[src/design/msx_pkg.sv]
`default_nettype none

package msx_pkg;

    // Device that owns a decoded I/O port
    typedef enum logic [1:0] {
        DEV_NONE = 2'd0,
        DEV_PSG  = 2'd1,
        DEV_PPI  = 2'd2,
        DEV_TICK = 2'd3
    } io_dev_t;

    // PSG registers used by tone channel A
    typedef enum logic [3:0] {
        R_TONE_A_LO = 4'd0,
        R_TONE_A_HI = 4'd1,
        R_VOL_A     = 4'd8
    } psg_reg_t;

    // Fixed I/O port map
    localparam logic [7:0] PORT_PSG_ADDR  = 8'hA0;
    localparam logic [7:0] PORT_PSG_WDATA = 8'hA1;
    localparam logic [7:0] PORT_PSG_RDATA = 8'hA2;
    localparam logic [7:0] PORT_SLOT      = 8'hA8;
    localparam logic [7:0] PORT_KEYS      = 8'hA9;
    localparam logic [7:0] PORT_PPI_C     = 8'hAA;
    localparam logic [7:0] PORT_VDP_STAT  = 8'h99;

    localparam logic [15:0] FRAME_TICKS = 16'd2000;  // Clocks per frame interrupt

    // Audio
    localparam logic signed [15:0] KEYBEEP_LEVEL = 16'sd4096;
    localparam logic [15:0]        PSG_VOL_STEP  = 16'd256;
    localparam logic signed [15:0] SOUND_MAX     = 16'sh7FFF;
    localparam logic signed [15:0] SOUND_MIN     = 16'sh8000;

    localparam int KEY_ROWS = 11;  // Keyboard matrix rows

endpackage

`default_nettype wire

[src/design/io_req_if.sv]
`timescale 1ns/1ps
`default_nettype none

interface io_req_if;
    import msx_pkg::*;

    logic       req_valid;  // One-cycle strobe
    logic       req_wr;
    io_dev_t    req_dev;
    logic [7:0] req_port;
    logic [7:0] req_wdata;

    modport decoder (
        output req_valid,
        output req_wr,
        output req_dev,
        output req_port,
        output req_wdata
    );

    modport device (
        input  req_valid,
        input  req_wr,
        input  req_dev,
        input  req_port,
        input  req_wdata
    );

endinterface

`default_nettype wire

[src/design/io_decoder.sv]
`timescale 1ns/1ps
`default_nettype none

module io_decoder (
    input  wire        clk_sys,
    input  wire        rst_n,
    input  wire        io_strobe,
    input  wire        io_wr,
    input  wire  [7:0] io_addr,
    input  wire  [7:0] io_wdata,
    io_req_if.decoder  req
);
    import msx_pkg::*;

    io_dev_t dev_sel;

    // Port table, the only place ports map to devices
    always_comb begin
        case (io_addr)
            PORT_PSG_ADDR,
            PORT_PSG_WDATA,
            PORT_PSG_RDATA: dev_sel = DEV_PSG;
            PORT_SLOT,
            PORT_KEYS,
            PORT_PPI_C:     dev_sel = DEV_PPI;
            PORT_VDP_STAT:  dev_sel = DEV_TICK;
            default:        dev_sel = DEV_NONE;  // Unmapped, reads FF
        endcase
    end

    always_ff @(posedge clk_sys or negedge rst_n) begin
        if (!rst_n) begin
            req.req_valid <= 1'b0;
            req.req_wr    <= 1'b0;
            req.req_dev   <= DEV_NONE;
        end else begin
            req.req_valid <= io_strobe;  // Strobe delayed one cycle
            if (io_strobe) begin
                req.req_wr  <= io_wr;
                req.req_dev <= dev_sel;
            end
        end
    end

    // Payload
    always_ff @(posedge clk_sys) begin
        if (io_strobe) begin
            req.req_port  <= io_addr;
            req.req_wdata <= io_wdata;
        end
    end

endmodule

`default_nettype wire

[src/design/dev_psg.sv]
`timescale 1ns/1ps
`default_nettype none

module dev_psg (
    input  wire               clk_sys,
    input  wire               rst_n,
    io_req_if.device          req,
    output logic        [7:0] rdata,
    output logic signed [15:0] psg_sound
);
    import msx_pkg::*;

    logic [7:0]  regs [16];
    logic [3:0]  psg_index;
    logic        sel;
    logic        wr_addr;
    logic        wr_data;
    logic        rd_data;
    logic [11:0] tone_period;
    logic [11:0] tone_cnt;
    logic        tone_phase;
    logic [15:0] tone_amp;

    assign sel     = req.req_valid && (req.req_dev == DEV_PSG);
    assign wr_addr = sel && req.req_wr && (req.req_port == PORT_PSG_ADDR);
    assign wr_data = sel && req.req_wr && (req.req_port == PORT_PSG_WDATA);
    assign rd_data = sel && !req.req_wr && (req.req_port == PORT_PSG_RDATA);

    assign rdata = rd_data ? regs[psg_index] : 8'hFF;

    // Index latch and register file
    always_ff @(posedge clk_sys or negedge rst_n) begin
        if (!rst_n) begin
            psg_index <= 4'd0;
            for (int i = 0; i < 16; i++) begin
                regs[i] <= 8'h00;  // Silent after reset
            end
        end else begin
            if (wr_addr) begin
                psg_index <= req.req_wdata[3:0];
            end
            if (wr_data) begin
                regs[psg_index] <= req.req_wdata;
            end
        end
    end

    assign tone_period = {regs[R_TONE_A_HI][3:0], regs[R_TONE_A_LO]};

    // Tone channel A
    always_ff @(posedge clk_sys or negedge rst_n) begin
        if (!rst_n) begin
            tone_cnt   <= 12'd0;
            tone_phase <= 1'b0;
        end else if (tone_period == 12'd0) begin
            tone_cnt <= 12'd0;  // Phase held
        end else if (tone_cnt >= tone_period - 12'd1) begin
            tone_cnt   <= 12'd0;
            tone_phase <= ~tone_phase;
        end else begin
            tone_cnt <= tone_cnt + 12'd1;
        end
    end

    assign tone_amp = 16'(regs[R_VOL_A][3:0]) * PSG_VOL_STEP;

    // Square wave around zero
    assign psg_sound = tone_phase ? $signed(tone_amp) : -$signed(tone_amp);

endmodule

`default_nettype wire

[src/design/dev_ppi.sv]
`timescale 1ns/1ps
`default_nettype none

module dev_ppi (
    input  wire                             clk_sys,
    input  wire                             rst_n,
    io_req_if.device                        req,
    input  wire [msx_pkg::KEY_ROWS*8-1:0]   key_rows,
    output logic                      [7:0] rdata,
    output logic                      [7:0] slot_config,
    output logic                            keybeep
);
    import msx_pkg::*;

    logic [7:0] port_c;
    logic [3:0] row_sel;
    logic [7:0] row_data;
    logic       sel;
    logic       wr;
    logic       rd;

    assign sel = req.req_valid && (req.req_dev == DEV_PPI);
    assign wr  = sel && req.req_wr;
    assign rd  = sel && !req.req_wr;

    assign row_sel = port_c[3:0];
    assign keybeep = port_c[7];

    // Keyboard matrix row, active low
    always_comb begin
        row_data = 8'hFF;
        if (row_sel < KEY_ROWS) begin
            row_data = key_rows[row_sel*8 +: 8];
        end
    end

    always_ff @(posedge clk_sys or negedge rst_n) begin
        if (!rst_n) begin
            slot_config <= 8'h00;
            port_c      <= 8'h00;
        end else if (wr) begin
            if (req.req_port == PORT_SLOT) begin
                slot_config <= req.req_wdata;
            end
            if (req.req_port == PORT_PPI_C) begin
                port_c <= req.req_wdata;  // Row select and beep
            end
        end
    end

    always_comb begin
        rdata = 8'hFF;
        if (rd) begin
            case (req.req_port)
                PORT_SLOT:  rdata = slot_config;
                PORT_KEYS:  rdata = row_data;
                PORT_PPI_C: rdata = port_c;
                default:    rdata = 8'hFF;
            endcase
        end
    end

endmodule

`default_nettype wire

[src/design/dev_frame_tick.sv]
`timescale 1ns/1ps
`default_nettype none

module dev_frame_tick (
    input  wire        clk_sys,
    input  wire        rst_n,
    io_req_if.device   req,
    output logic [7:0] rdata,
    output logic       tick_irq
);
    import msx_pkg::*;

    logic [15:0] tick_cnt;
    logic        wrap;
    logic        stat_rd;
    logic        irq_flag;

    assign wrap    = (tick_cnt == FRAME_TICKS - 16'd1);
    assign stat_rd = req.req_valid && !req.req_wr && (req.req_dev == DEV_TICK)
                     && (req.req_port == PORT_VDP_STAT);

    always_ff @(posedge clk_sys or negedge rst_n) begin
        if (!rst_n) begin
            tick_cnt <= 16'd0;
        end else if (wrap) begin
            tick_cnt <= 16'd0;
        end else begin
            tick_cnt <= tick_cnt + 16'd1;
        end
    end

    // Set wins over a clearing read
    always_ff @(posedge clk_sys or negedge rst_n) begin
        if (!rst_n) begin
            irq_flag <= 1'b0;
        end else if (wrap) begin
            irq_flag <= 1'b1;
        end else if (stat_rd) begin
            irq_flag <= 1'b0;
        end
    end

    assign rdata    = stat_rd ? {irq_flag, 7'b0} : 8'hFF;
    assign tick_irq = irq_flag;

endmodule

`default_nettype wire

[src/design/io_result_merge.sv]
`timescale 1ns/1ps
`default_nettype none

module io_result_merge (
    input  wire                clk_sys,
    input  wire                rst_n,
    input  wire                req_valid,
    input  wire                req_wr,
    input  wire          [7:0] psg_rdata,
    input  wire          [7:0] ppi_rdata,
    input  wire          [7:0] tick_rdata,
    input  wire signed  [15:0] psg_sound,
    input  wire                keybeep,
    input  wire                tick_irq,
    output logic         [7:0] io_rdata,
    output logic               io_rdata_valid,
    output logic               cpu_interrupt,
    output logic signed [15:0] sound
);
    import msx_pkg::*;

    logic signed [16:0] beep_add;
    logic signed [16:0] sound_sum;
    logic signed [15:0] sound_sat;

    assign beep_add  = keybeep ? $signed({KEYBEEP_LEVEL[15], KEYBEEP_LEVEL}) : 17'sd0;
    assign sound_sum = $signed({psg_sound[15], psg_sound}) + beep_add;

    // Clamp on overflow of the 16-bit range
    always_comb begin
        if (sound_sum > $signed({SOUND_MAX[15], SOUND_MAX})) begin
            sound_sat = SOUND_MAX;
        end else if (sound_sum < $signed({SOUND_MIN[15], SOUND_MIN})) begin
            sound_sat = SOUND_MIN;
        end else begin
            sound_sat = sound_sum[15:0];
        end
    end

    always_ff @(posedge clk_sys or negedge rst_n) begin
        if (!rst_n) begin
            io_rdata       <= 8'hFF;
            io_rdata_valid <= 1'b0;
            cpu_interrupt  <= 1'b0;
            sound          <= 16'sd0;
        end else begin
            io_rdata       <= psg_rdata & ppi_rdata & tick_rdata;  // Idle devices give FF
            io_rdata_valid <= req_valid && !req_wr;
            cpu_interrupt  <= tick_irq;  // Only interrupt source left
            sound          <= sound_sat;
        end
    end

endmodule

`default_nettype wire

[src/design/msx_devices.sv]
`timescale 1ns/1ps
`default_nettype none

module msx_devices (
    input  wire                           clk_sys,
    input  wire                           rst_n,
    input  wire                           io_strobe,
    input  wire                           io_wr,
    input  wire                     [7:0] io_addr,
    input  wire                     [7:0] io_wdata,
    output logic                    [7:0] io_rdata,
    output logic                          io_rdata_valid,
    output logic                          cpu_interrupt,
    output logic signed            [15:0] sound,
    input  wire [msx_pkg::KEY_ROWS*8-1:0] key_rows,
    output logic                    [7:0] slot_config,
    output logic                          keybeep
);

    logic        [7:0] psg_rdata;
    logic        [7:0] ppi_rdata;
    logic        [7:0] tick_rdata;
    logic signed [15:0] psg_sound;
    logic              tick_irq;

    io_req_if req_bus ();

    io_decoder u_decoder (
        .clk_sys   (clk_sys),
        .rst_n     (rst_n),
        .io_strobe (io_strobe),
        .io_wr     (io_wr),
        .io_addr   (io_addr),
        .io_wdata  (io_wdata),
        .req       (req_bus.decoder)
    );

    dev_psg u_psg (
        .clk_sys   (clk_sys),
        .rst_n     (rst_n),
        .req       (req_bus.device),
        .rdata     (psg_rdata),
        .psg_sound (psg_sound)
    );

    dev_ppi u_ppi (
        .clk_sys     (clk_sys),
        .rst_n       (rst_n),
        .req         (req_bus.device),
        .key_rows    (key_rows),
        .rdata       (ppi_rdata),
        .slot_config (slot_config),
        .keybeep     (keybeep)
    );

    dev_frame_tick u_tick (
        .clk_sys  (clk_sys),
        .rst_n    (rst_n),
        .req      (req_bus.device),
        .rdata    (tick_rdata),
        .tick_irq (tick_irq)
    );

    io_result_merge u_merge (
        .clk_sys        (clk_sys),
        .rst_n          (rst_n),
        .req_valid      (req_bus.req_valid),
        .req_wr         (req_bus.req_wr),
        .psg_rdata      (psg_rdata),
        .ppi_rdata      (ppi_rdata),
        .tick_rdata     (tick_rdata),
        .psg_sound      (psg_sound),
        .keybeep        (keybeep),
        .tick_irq       (tick_irq),
        .io_rdata       (io_rdata),
        .io_rdata_valid (io_rdata_valid),
        .cpu_interrupt  (cpu_interrupt),
        .sound          (sound)
    );

endmodule

`default_nettype wire

[config.mk]
export PLATFORM = sky130hd
export DESIGN_NAME = msx_devices
export DESIGN_NICKNAME = d
export VERILOG_FILES = /design/src/design/msx_pkg.sv /design/src/design/io_req_if.sv /design/src/design/io_decoder.sv /design/src/design/dev_psg.sv /design/src/design/dev_ppi.sv /design/src/design/dev_frame_tick.sv /design/src/design/io_result_merge.sv /design/src/design/msx_devices.sv
export SDC_FILE = /design/constraint.sdc
export NUM_CORES = 1
export LEC_CHECK = 0
export ABC_AREA = 1
export BUFFER_PORTS_ARGS = -buffer_cell sky130_fd_sc_hd__buf_2
export CORE_UTILIZATION = 38
export DETAILED_ROUTE_END_ITERATION = 6
export SYNTH_ARGS = -nofsm -noshare
export SYNTH_HDL_FRONTEND = slang
export SYNTH_SLANG_ARGS = --single-unit
[constraint.sdc]
create_clock -name clk_sys -period 6.5 [get_ports clk_sys]
set_input_delay 1.3 -clock clk_sys [delete_from_list [all_inputs] [get_ports clk_sys]]
set_output_delay 1.3 -clock clk_sys [all_outputs]
set_load 0.1 [all_outputs]
After elaboration in Yosys (flattened, before gate mapping)
Cells that the tools add are included.
{"block": "classes", "n_bitwise": 5, "shifts": 1, "mux": 21, "addsub": 5, "eq_ne": 18, "n_reduce_logical": 21, "order_cmp": 6}
{"operator": "bitwise mux 128 bit", "n": 1}
{"operator": "== test 8 bit, second input constant", "n": 14}
{"operator": "variable part select 88 x 8 -> 8 bit", "n": 1}
{"operator": "two-way mux 16 bit", "n": 4}
{"operator": "two-way mux 8 bit", "n": 7}
{"operator": "binary-select mux 8 bit (select 4 bit)", "n": 1}
{"operator": "demux 8 bit (select 4 bit)", "n": 1}
{"operator": "two-way mux 12 bit", "n": 2}
{"operator": "one-hot mux 8 bit (3 select lines)", "n": 1}
{"operator": "adder 16 x 14 -> 17 bit", "n": 1}
{"operator": "greater-than comparator 17 x 16 -> 1 bit, second input constant", "n": 1}
{"operator": "less-than comparator 17 x 16 -> 1 bit, second input constant", "n": 1}
{"operator": "adder 16 x 1 -> 16 bit, second input constant", "n": 1}
{"operator": "bitwise AND 8 bit", "n": 2}
{"operator": "== test 16 x 11 -> 1 bit, second input constant", "n": 1}
{"operator": "negator 12 -> 16 bit", "n": 1}
{"operator": "logical AND 1 bit", "n": 13}
{"operator": "two-way mux 13 bit", "n": 1}
{"operator": "adder 12 x 1 -> 12 bit, second input constant", "n": 1}
{"operator": "greater-or-equal comparator 12 bit", "n": 1}
{"operator": "logical NOT 12 bit", "n": 1}
{"operator": "subtractor 12 x 1 -> 12 bit, second input constant", "n": 1}
{"operator": "one-hot mux 2 bit (3 select lines)", "n": 1}
{"operator": "AND reduction 2 bit", "n": 3}
{"operator": "other kinds (11)", "n": 15}
{"block": "word_totals", "regBits": 224, "output_inout_bits": 35, "elab_cells": 109, "inputBits": 108}

Longest topological paths before layout
Gate-level depths: netlist of run 1.
{"block": "depth", "depth_word": 7, "mapped_depth": 16, "depth_no_buf": 16}

Modules after synthesis
A second synthesis of run 1 with hierarchy kept.
{"block": "hier_totals", "cells_unflattened": 1542, "area_unflattened_um2": 12072.8}
{"mod": "dev_psg", "n_inst": 1, "seq_area_each_um2": 3628.5, "area_per_inst_um2": 7527.2, "cells_each": 934}
{"mod": "dev_ppi", "n_inst": 1, "seq_area_each_um2": 400.4, "area_per_inst_um2": 1848.0, "cells_each": 332}
{"mod": "dev_frame_tick", "n_inst": 1, "seq_area_each_um2": 425.4, "area_per_inst_um2": 1019.7, "cells_each": 142}
{"mod": "io_result_merge", "n_inst": 1, "seq_area_each_um2": 660.6, "area_per_inst_um2": 959.7, "cells_each": 80}
{"mod": "io_decoder", "n_inst": 1, "seq_area_each_um2": 580.6, "area_per_inst_um2": 718.2, "cells_each": 54}

Worst setup path before layout of run 1
OpenSTA, ideal clock, no wires.
{"block": "synth_timing", "path_type": "register to output", "startpoint": "register, netlist name u_merge.sound[7]", "endpoint": "output port sound[1]", "path_buffers": 1, "slack_ps": 3776, "arrival_time_ps": 1424, "path_stages_with_launch": 2, "required_time_ps": 5200, "path_cell_list": "dfrtp_1 buf_4"}
{"element": "end: declaration", "line": "msx_devices.sv:14", "source": "output logic signed [15:0] sound,"}

Worst setup path in the final report of run 1
{"block": "layout_timing", "startpoint": "register u_psg.psg_index[0]", "endpoint": "register u_psg.regs[122] in the netlist's numbering"}
{"block": "layout_between", "elab_chain_len": 6, "word_cells_on_any_way": 7, "classes_between": "order compare: 2; mux: 3; bitwise: 1; reduce/logical: 1"}
{"element": "start: declaration", "line": "dev_psg.sv:14", "source": "logic [3:0] psg_index;"}
{"element": "start signal: assignment", "line": "dev_psg.sv:40", "source": "psg_index <= req.req_wdata[3:0];"}
{"element": "inverter 4 -> 5 bit (not written as such) *", "line": "dev_psg.sv:43", "source": "regs[psg_index] <= req.req_wdata;"}
{"element": "greater-or-equal comparator 5 bit (not written as such) or less-than comparator 5 x 1 -> 1 bit (tied branches)", "line": "dev_psg.sv:43"}
{"element": "logical AND 1 bit (not written as such)", "line": "dev_psg.sv:43"}
{"element": "two-way mux 8 bit (not written as such)", "line": "dev_psg.sv:43"}
{"element": "demux 8 bit (select 4 bit) *", "line": "dev_psg.sv:43"}
{"element": "bitwise mux 128 bit *", "line": "dev_psg.sv:43"}
{"element": "end signal: indexed assignment", "line": "dev_psg.sv:43"}
{"element": "end: declaration", "line": "dev_psg.sv:13", "source": "logic [7:0] regs [16];"}
Every way passes the cells marked *; elsewhere a longest branch is shown, timed or not.
A chain may end at the register's enable or synchronous reset.

==> out/qor.yml, run 1 <==
worstMarginPinSlew_ps: 1090
ys_ff_latch: 217
cp_max_fo: 62
vias: 10000
synth-simple-area-share: 0.321
drt-wirelength-per-cell_um: 15.1
start_kind: "register"
dp_hpwl_mm: 20.6
leakage_uw: 0.00664
clock_latency_ps: 530
synth-adder-area-share: 0.0218
die_y_um: 176
drc: 0
finalSetupViolations: 0
io_buffers: 142
setup-tns-final_ps: 0
critPathCaptureType: "register"
fmax_ghz: 0.355
numCtsBuffers: 25
fin_nets: 1743
hold_violations: 0
p_per_area_mw_per_mm2: 226
track_usage: 0.199
rsz0062_at_grt: "false"
grt_pass1_vias: 9590
grt_first_pass_wirelength_mm: 50.0
syn_inst: 1515
setup_slack_ps: 3680
syn_area_per_cell_sq_um: 7.59
clk_pin_slew_ps: 60
yosysSeqAreaShare: 0.480
p_total_uw: 2980
drt-total-wl_mm: 30.5
cts_tree: "yes"
slew_headroom: 0.270
synth_compound_area_frac: 0.0902
core-area_sq_mm: 0.0297
synth_top_family_by_area: "simple AND/OR/NAND/NOR gates"
hold_path.class: "register to register"
synthMuxAreaShare: 0
grt_max_degree: 70
initial_utilization: 0.387
dp_worst_setup_slack_ps: 3690
grt.overflow.total: 0
slew_violations: 0
die_area_sq_mm: 0.0310
n_antenna_cell: 0
cp.required_ps: 6870
period_share: 0.434
root_buffer: "clkbuf_16"
layout_min_cycle_time_ps: 2820
fp-row-count: 63
avgViaCountPerCell: 4.95
synth.distinct_cells: 39
synth_nets: 1643
critical_path_class: "register to register"
firstDrtPassIters: 5
cts_resized: 0
synth_xor_area_frac: 0.0213
cts.sinks: 217
skew_ps: 14.6
die_w_um: 176
final_cells: 2024
slowest_stage: "dfrtp_2"
drive_gt1_frac: 0.140
area_delta_synth_final_pct: 14.6
gp_congestion: 0.817
cp_slowest_stage_delay_ps: 690
ctsHoldBuffers: 0
netlist_area_sq_mm: 0.0115
initialDrtViolationCount: 707
ant_nets: 0
io_pins: 143
outcome: "completed"
yosysWarnings: 0
arrival_ps: 3190
vdd_drop_max_uv: 214
htreeDepth: 1
clockBufferDepth: 3
dpl.cell_count: 1978
post_cts_buffers: 0
cp_cell_sequence: "buf_4 -> inv_2 -> buf_4 -> nand2_1 -> nor2_4 -> nand2_2 -> nand2_1 -> o21ai_1"
antenna_found_initial: 0
maxCapViolCount: 0
-- power breakdown --
part           total, uW  leakage, uW  switching [uW]  internal [uW]
Clock               1430     0.000399             546            881
Combinational        167      0.00332             121           45.4
Sequential          1390      0.00291            9.06           1380
Total               2980      0.00664             677           2310
-- logic make-up (layout without fill, tap and decap cells) --
family          after synthesis  after routing
fa+ha+maj                    20             20
xor+xnor                     28             28
flops                       217            217
simple gates                885            885
buf+inv                     166            285
compound gates              199            199
-- registers in the layout, indices dropped and copies added, names as in the netlist --
register	cells
u_psg.psg_index	4
u_decoder.req.req_valid	1
u_merge.cpu_interrupt	1
u_decoder.req.req_wdata	8
u_psg.tone_phase	1
u_decoder.req.req_port	8
u_ppi.port_c	8
u_tick.tick_cnt	16
u_decoder.req.req_wr	1
u_merge.sound	9
u_psg.regs	128
u_merge.io_rdata	8
u_decoder.req.req_dev	2
u_ppi.slot_config	8
u_merge.io_rdata_valid	1
u_psg.tone_cnt	12
u_tick.tick_irq	1
-- synth_stat cells --
library cell,n,area share
nand2_1,612,0.20
dfrtp_1,193,0.42
nand3_1,134,0.058
o21ai_1,128,0.056
inv_1,85,0.028
nor2_1,71,0.023
clkbuf_1,34,0.011
o21ai_0,34,0.015
a21oi_1,21,0.0091
xor2_1,21,0.016
ha_1,20,0.022
nand4_1,20,0.011
buf_2,19,0.0083
nand2_2,17,0.0092
edfxtp_1,16,0.042
buf_6,11,0.011
nor3_1,11,0.0048
o21bai_1,9,0.0059
dfstp_2,8,0.018
buf_4,7,0.0046
xnor2_1,7,0.0053
buf_1,5,0.0016
nor2_4,5,0.0049
inv_2,4,0.0013
nor2_2,3,0.0016
or2_2,3,0.0016
a31oi_1,2,0.0011
and2_1,2,0.0011
nor4_1,2,0.0011
o22a_1,2,0.0015
a21o_1,1,0.00065
a21oi_2,1,0.00076
clkinv_1,1,0.00033
nand3_2,1,0.00087
nand3b_1,1,0.00065
nand4_4,1,0.0018
nor3_2,1,0.00087
nor3b_1,1,0.00065
o21a_1,1,0.00065
-- critical path, delay by kind of cell (launching register included) --
| kind | cells | cell delay (ps) |
|---|---|---|
| buffers and inverters | 3 | 990 |
| AND/OR/NAND/NOR | 4 | 850 |
| flip-flops | 1 | 690 |
| AO/OA/AOI/OAI | 1 | 70 |
-- worst paths after layout --
check                                    from                     to  slack [ps]  cells after the start
setup reg to reg           u_psg.psg_index[0]        u_psg.regs[122]        3680                      8
setup / recovery           u_psg.psg_index[0]        u_psg.regs[122]        3680                      8
min in group asynchronous               rst_n        u_ppi.port_c[2]         770                      1
max in group asynchronous               rst_n         u_psg.regs[76]        4420                      2
hold / removal                u_tick.tick_irq  u_merge.cpu_interrupt         440                      0
hold reg to reg               u_tick.tick_irq  u_merge.cpu_interrupt         440                      0
-- final cells by class --
cell class | instances | area [sq um]
clock inverters | 10 | 154
well taps | 390 | 488
multi-input cells | 1132 | 5230
repair buffers | 149 | 772
fillers | 3049 | 16500
inverters | 90 | 338
clock buffers | 36 | 677
flip-flops and latches | 217 | 5520
-- layout by cell type, fill, tap and decap left out, types with 2 or more instances in the layout --
| master | n |
|---|---|
| clkbuf_8 | 2 |
| clkbuf_16 | 25 |
| inv_2 | 4 |
| nand2_2 | 17 |
| nand3_1 | 134 |
| dfrtp_1 | 192 |
| nand2_1 | 612 |
| nor2_2 | 3 |
| clkinv_2 | 2 |
| nor2_4 | 5 |
| nor3_1 | 11 |
| clkbuf_1 | 10 |
| buf_2 | 141 |
| o21bai_1 | 9 |
| or2_2 | 3 |
| dfstp_2 | 8 |
| nor4_1 | 2 |
| o21ai_1 | 128 |
| nor2_1 | 71 |
| xnor2_1 | 7 |
| bufinv_16 | 4 |
| edfxtp_1 | 16 |
| nand4_1 | 20 |
| buf_4 | 7 |
| clkinv_1 | 3 |
| inv_1 | 85 |
| o22a_1 | 2 |
| a21oi_1 | 21 |
| a31oi_1 | 2 |
| and2_1 | 2 |
| ha_1 | 20 |
| xor2_1 | 21 |
| o21ai_0 | 34 |
-- routing by layer --
layer / track usage / up-vias / routed length [um]
met2: 0.325 / 236 / 13900
met4: 0.0337 / 0 / 403
met3: 0.0192 / 30 / 1410
met5: 0 / - / 0
met1: 0.290 / 4678 / 14800
li1: - / 5069 / -
-- per-stage QoR --
stage	cell area (sq um)	hold slack (ps)	util
after floorplan	11500	369	-
after global placement	12300	388	0.416
after detailed placement	12300	406	0.416
after CTS	13200	433	0.443
after global routing	13200	447	0.443
final	13200	440	0.443
No activity file was read; power rests on OpenSTA's default activity.
==> run 2: changes to the inputs <==
==> constraint.sdc (replaced) <==
create_clock -name clk_sys -period 2.8 [get_ports clk_sys]
set_input_delay 0.56 -clock clk_sys [delete_from_list [all_inputs] [get_ports clk_sys]]
set_output_delay 0.56 -clock clk_sys [all_outputs]
set_load 0.1 [all_outputs]
==> out/qor.yml, run 2 (synthesis results as in run 1) <==
numCtsBuffers: 26
die_y_um: 176
finalSetupViolations: 0
drc: 0
n_fill_cell: 2983
cp.required_ps: 3230
grt_pass1_vias: 9506
post_cts_buffers: 0
drt-wirelength-per-cell_um: 14.9
fin_nets: 1756
skew_ps: 21.0
die_area_sq_mm: 0.0310
initial_utilization: 0.387
clockBufferDepth: 3
io_pins: 143
setup-tns-final_ps: 0
root_buffer: "clkbuf_16"
dp_hpwl_mm: 20.7
gp_congestion: 0.828
grt_first_pass_wirelength_mm: 49.2
rsz0062_at_grt: "false"
grt.overflow.total: 0
firstDrtPassIters: 5
hold_violations: 0
p_per_area_mw_per_mm2: 525
n_antenna_cell: 0
final_cell_mix: "nand2_1 (612), dfrtp_1 (192), buf_2 (141)"
critPathCaptureType: "register"
avgViaCountPerCell: 4.98
core-area_sq_mm: 0.0297
vias: 10100
antenna_found_initial: 0
arrival_ps: 2980
htreeDepth: 1
mostFrequentLayoutCell: "nand2_1"
die_w_um: 176
period_share: 0.912
drt-total-wl_mm: 30.5
ctsHoldBuffers: 0
drive_gt1_frac: 0.152
io_buffers: 142
initialDrtViolationCount: 793
hold_path.class: "input port to async pin"
post_dp_cell_area_sq_mm: 0.0125
outcome: "completed"
grt_max_degree: 72
clock_latency_ps: 540
multi_input_area_sq_mm: 0.00523
leakage_uw: 0.00676
cts.sinks: 217
largestRegisters: "u_psg.regs (128), u_tick.tick_cnt (16), u_psg.tone_cnt (12)"
fp-row-count: 63
finalInstanceArea_sq_mm: 0.0134
worstMarginPinSlew_ps: 943
whs_ps: 48.5
slew_violations: 0
layout_min_cycle_time_ps: 2550
area_delta_synth_final_pct: 16.4
track_usage: 0.196
cts_resized: 0
fmax_ghz: 0.392
maxCapViolCount: 0
start_kind: "register"
vdd_drop_max_uv: 515
clk_pin_slew_ps: 60
largest_register: "u_psg.regs"
ant_nets: 0
largest_reg_flops: 128
ff_latch_area_sq_mm: 0.00552
cp_max_fo: 11
slew_headroom: 0.371
critical_path_class: "register to register"
cts_tree: "yes"
## run 2: changes by cell type in the layout (fill, tap and decap cells not counted), sizes merged
cell | before | now
buf | 148 | 160
clkbuf | 37 | 41
bufinv | 4 | 1
clkinv | 5 | 7
inv | 90 | 89
## run 2: cell type report
| class | count | area share |
|---|---|---|
| clock inverter | 8 | 0.00589 |
| clock buffer | 40 | 0.0607 |
| sequential | 217 | 0.412 |
| multi-input combinational | 1132 | 0.390 |
| timing repair buffer | 161 | 0.0690 |
| inverter | 90 | 0.0252 |
| tap | 390 | 0.0364 |
## run 2: stage by stage
stage	total power [uW]	instances	setup slack (ps)	util
2_1_floorplan	3450	1515	460	-
3_3_place_gp	3680	1990	355	0.421
3_5_place_dp	3690	1990	244	0.421
4_1_cts	7120	2038	230	0.451
5_1_grt	7280	2038	37.7	0.451
6_report	7030	2038	248	0.451
## run 2: routing by layer
| metal | vias up | wire length (um) | GRT usage |
|---|---|---|---|
| met2 | 207 | 14100 | 0.318 |
| met3 | 34 | 1230 | 0.0168 |
| met5 | - | 0 | 0 |
| met4 | 0 | 500 | 0.0391 |
| li1 | 5101 | - | - |
| met1 | 4803 | 14600 | 0.286 |
## run 2: worst max-delay path, cell delays in order (launching register included)
cell and delay [ps]:
dfrtp_1 400, inv_1 130, ha_1 230, nand2_1 100, nor2_1 190, nand3_1 110
xor2_1 160, inv_1 60, ha_1 270, nand2_1 60, nor2_1 160, and2_1 160
nand2_1 70, nand4_1 100, buf_4 180, nor2_1 60
## run 2: power by group
part	switching (uW)	total, uW	internal, uW
registers	18.0	3220	3200
logic	286	404	118
clock network	1320	3410	2080
total	1630	7030	5400
## run 2: final timing paths
kind | from | endpoint | slack [ps] | depth (start not counted)
setup / recovery | u_psg.regs[120] | u_psg.tone_cnt[2] | 250 | 15
hold / removal | rst_n | u_psg.regs[94] | 50 | 1
setup reg to reg | u_psg.regs[120] | u_psg.tone_cnt[2] | 250 | 15
hold reg to reg | u_tick.tick_irq | u_merge.cpu_interrupt | 420 | 0
max in group asynchronous | rst_n | u_psg.regs[104] | 2090 | 2
min in group clk_sys | io_wdata[0] | u_decoder.req.req_wdata[0] | 200 | 1
==> run 3: changes to the inputs <==
--- a/config.mk
+++ b/config.mk
@@ -9,6 +9,7 @@
 export BUFFER_PORTS_ARGS = -buffer_cell sky130_fd_sc_hd__buf_2
 export CORE_UTILIZATION = 38
 export DETAILED_ROUTE_END_ITERATION = 6
+export RECOVER_POWER = 25
 export SYNTH_ARGS = -nofsm -noshare
 export SYNTH_HDL_FRONTEND = slang
 export SYNTH_SLANG_ARGS = --single-unit
==> out/qor.yml, run 3 (synthesis results as in run 1) <==
leakage_uw: 0.00674
setup_slack_ps: 248
n_fill_cell: 2993
grt.overflow.total: 0
rrSetupSlack_ps: 250
clk_pin_slew_ps: 60
ant_nets: 0
area_delta_synth_final_pct: 16.3
cp_max_fo: 11
grt_util_met3: 0.0168
violations: "capacitance limit, slew limit"
htreeDepth: 1
cts.sinks: 217
avgViaCountPerCell: 4.98
final_cells: 2038
fp-row-count: 63
critPathCaptureType: "register"
r2r.worst_path.cells: 15
critical_path_class: "register to register"
largest_register: "u_psg.regs"
post_dp_cell_area_sq_mm: 0.0125
ff_latch_area_sq_mm: 0.00552
track_usage: 0.196
post_cts_buffers: 0
io_pins: 143
hold_path.class: "input port to register"
min_from: "io_wdata[0]"
drive_gt1_frac: 0.148
largest_reg_flops: 128
core-area_sq_mm: 0.0297
grt_max_degree: 72
firstDrtPassIters: 5
arrival_ps: 2980
mostFrequentLayoutCell: "nand2_1"
slowest_stage: "dfrtp_1"
crit_buf_inv: 3
min_to: "u_decoder.req.req_wdata[0]"
fmax_ghz: 0.392
cts_resized: 0
initial_utilization: 0.387
dp_worst_setup_slack_ps: 244
finalSetupViolations: 0
grt.busiest_layer: "met2"
gp_congestion: 0.828
die_y_um: 176
grt_pass1_vias: 9506
r2r-start: "u_psg.regs[120]"
gr-usage-met1: 0.286
drt-wirelength-per-cell_um: 14.9
vias: 10200
p_total_uw: 7030
clockBufferDepth: 3
dpl.cell_count: 1990
drc: 0
skew_ps: 20.8
slew_violations: 63
cp_cell_sequence: "inv_1 -> ha_1 -> nand2_1 -> nor2_1 -> nand3_1 -> xor2_1 -> inv_1 -> ha_1 -> nand2_1 -> nor2_1 -> and2_1 -> nand2_1 -> nand4_1 -> buf_4 -> nor2_1"
layout_min_cycle_time_ps: 2550
finalInstanceArea_sq_mm: 0.0134
maxCapViolCount: 1
r2r_end: "u_psg.tone_cnt[2]"
worstMarginPinSlew_ps: 1760
die_area_sq_mm: 0.0310
drt-total-wl_mm: 30.5
die_w_um: 176
slew_headroom: -0.174
hold_violations: 0
p_per_area_mw_per_mm2: 526
antenna_found_initial: 0
final_cell_mix: "nand2_1 (612), dfrtp_1 (192), nand3_1 (134), buf_2 (134), o21ai_1 (128)"
cp_slowest_stage_delay_ps: 400
period_share: 0.912
cp.required_ps: 3230
cts_tree: "yes"
largestRegisters: "u_psg.regs (128), u_tick.tick_cnt (16), u_psg.tone_cnt (12)"
fin_nets: 1756
setup-tns-final_ps: 0
grt_use_met2: 0.318
ctsHoldBuffers: 0
clock_latency_ps: 540
rsz0062_at_grt: "false"
grt_first_pass_wirelength_mm: 49.2
vdd_drop_max_uv: 515
multi_input_area_sq_mm: 0.00523
root_buffer: "clkbuf_16"
numCtsBuffers: 26
start_kind: "register"
initialDrtViolationCount: 783
critPathTopFamily: "simple AND/OR/NAND/NOR gates"
worstHoldPathCells: 1
outcome: "finished with violations"
dp_hpwl_mm: 20.7
io_buffers: 142
n_antenna_cell: 0
[run 3: report_power, final]
group          total, uW  internal [uW]  switching, uW
Combinational        402            116            286
Sequential          3220           3200           18.1
Clock               3410           2080           1330
Total               7030           5400           1630
[run 3: layout make-up]
type,instances,share of cell area
timing repair buffer,161,0.0678
tap,390,0.0365
sequential,217,0.413
multi-input combinational,1132,0.391
clock buffer,40,0.0608
inverter,90,0.0253
clock inverter,8,0.00589
[run 3: layer usage]
layer	up-vias	wire, um	share of wire
met5	-	0	0
met2	212	14100	0.46
met1	4806	14600	0.48
li1	5101	-	-
met3	34	1250	0.041
met4	0	500	0.016
[run 3: worst register-to-register path: stages (launching register included)]
cell     delay [ps]
dfrtp_1         400
inv_1           130
ha_1            230
nand2_1         100
nor2_1          200
nand3_1         110
xor2_1          160
inv_1            60
ha_1            270
nand2_1          60
nor2_1          160
and2_1          160
nand2_1          70
nand4_1         100
buf_4           180
nor2_1           60
[run 3: worst max path at each step]
stage / from / to / depth (start not counted)
after floorplan: u_psg.regs[123] / u_psg.tone_cnt[0] / 14
after CTS: u_psg.regs[120] / u_psg.tone_cnt[2] / 15
after detailed placement: u_psg.regs[120] / u_psg.tone_cnt[11] / 15
final: u_psg.regs[120] / u_psg.tone_cnt[2] / 15
after global placement: u_psg.regs[120] / u_psg.tone_cnt[2] / 15
after global routing: u_psg.regs[120] / u_psg.tone_cnt[2] / 15
[run 3: metrics by stage]
| step | utilization | hold WS, ps |
|---|---|---|
| after floorplan | - | 264 |
| after global placement | 0.421 | 401 |
| after detailed placement | 0.421 | 409 |
| after CTS | 0.451 | 43.3 |
| after global routing | 0.450 | 185 |
| final | 0.450 | 202 |
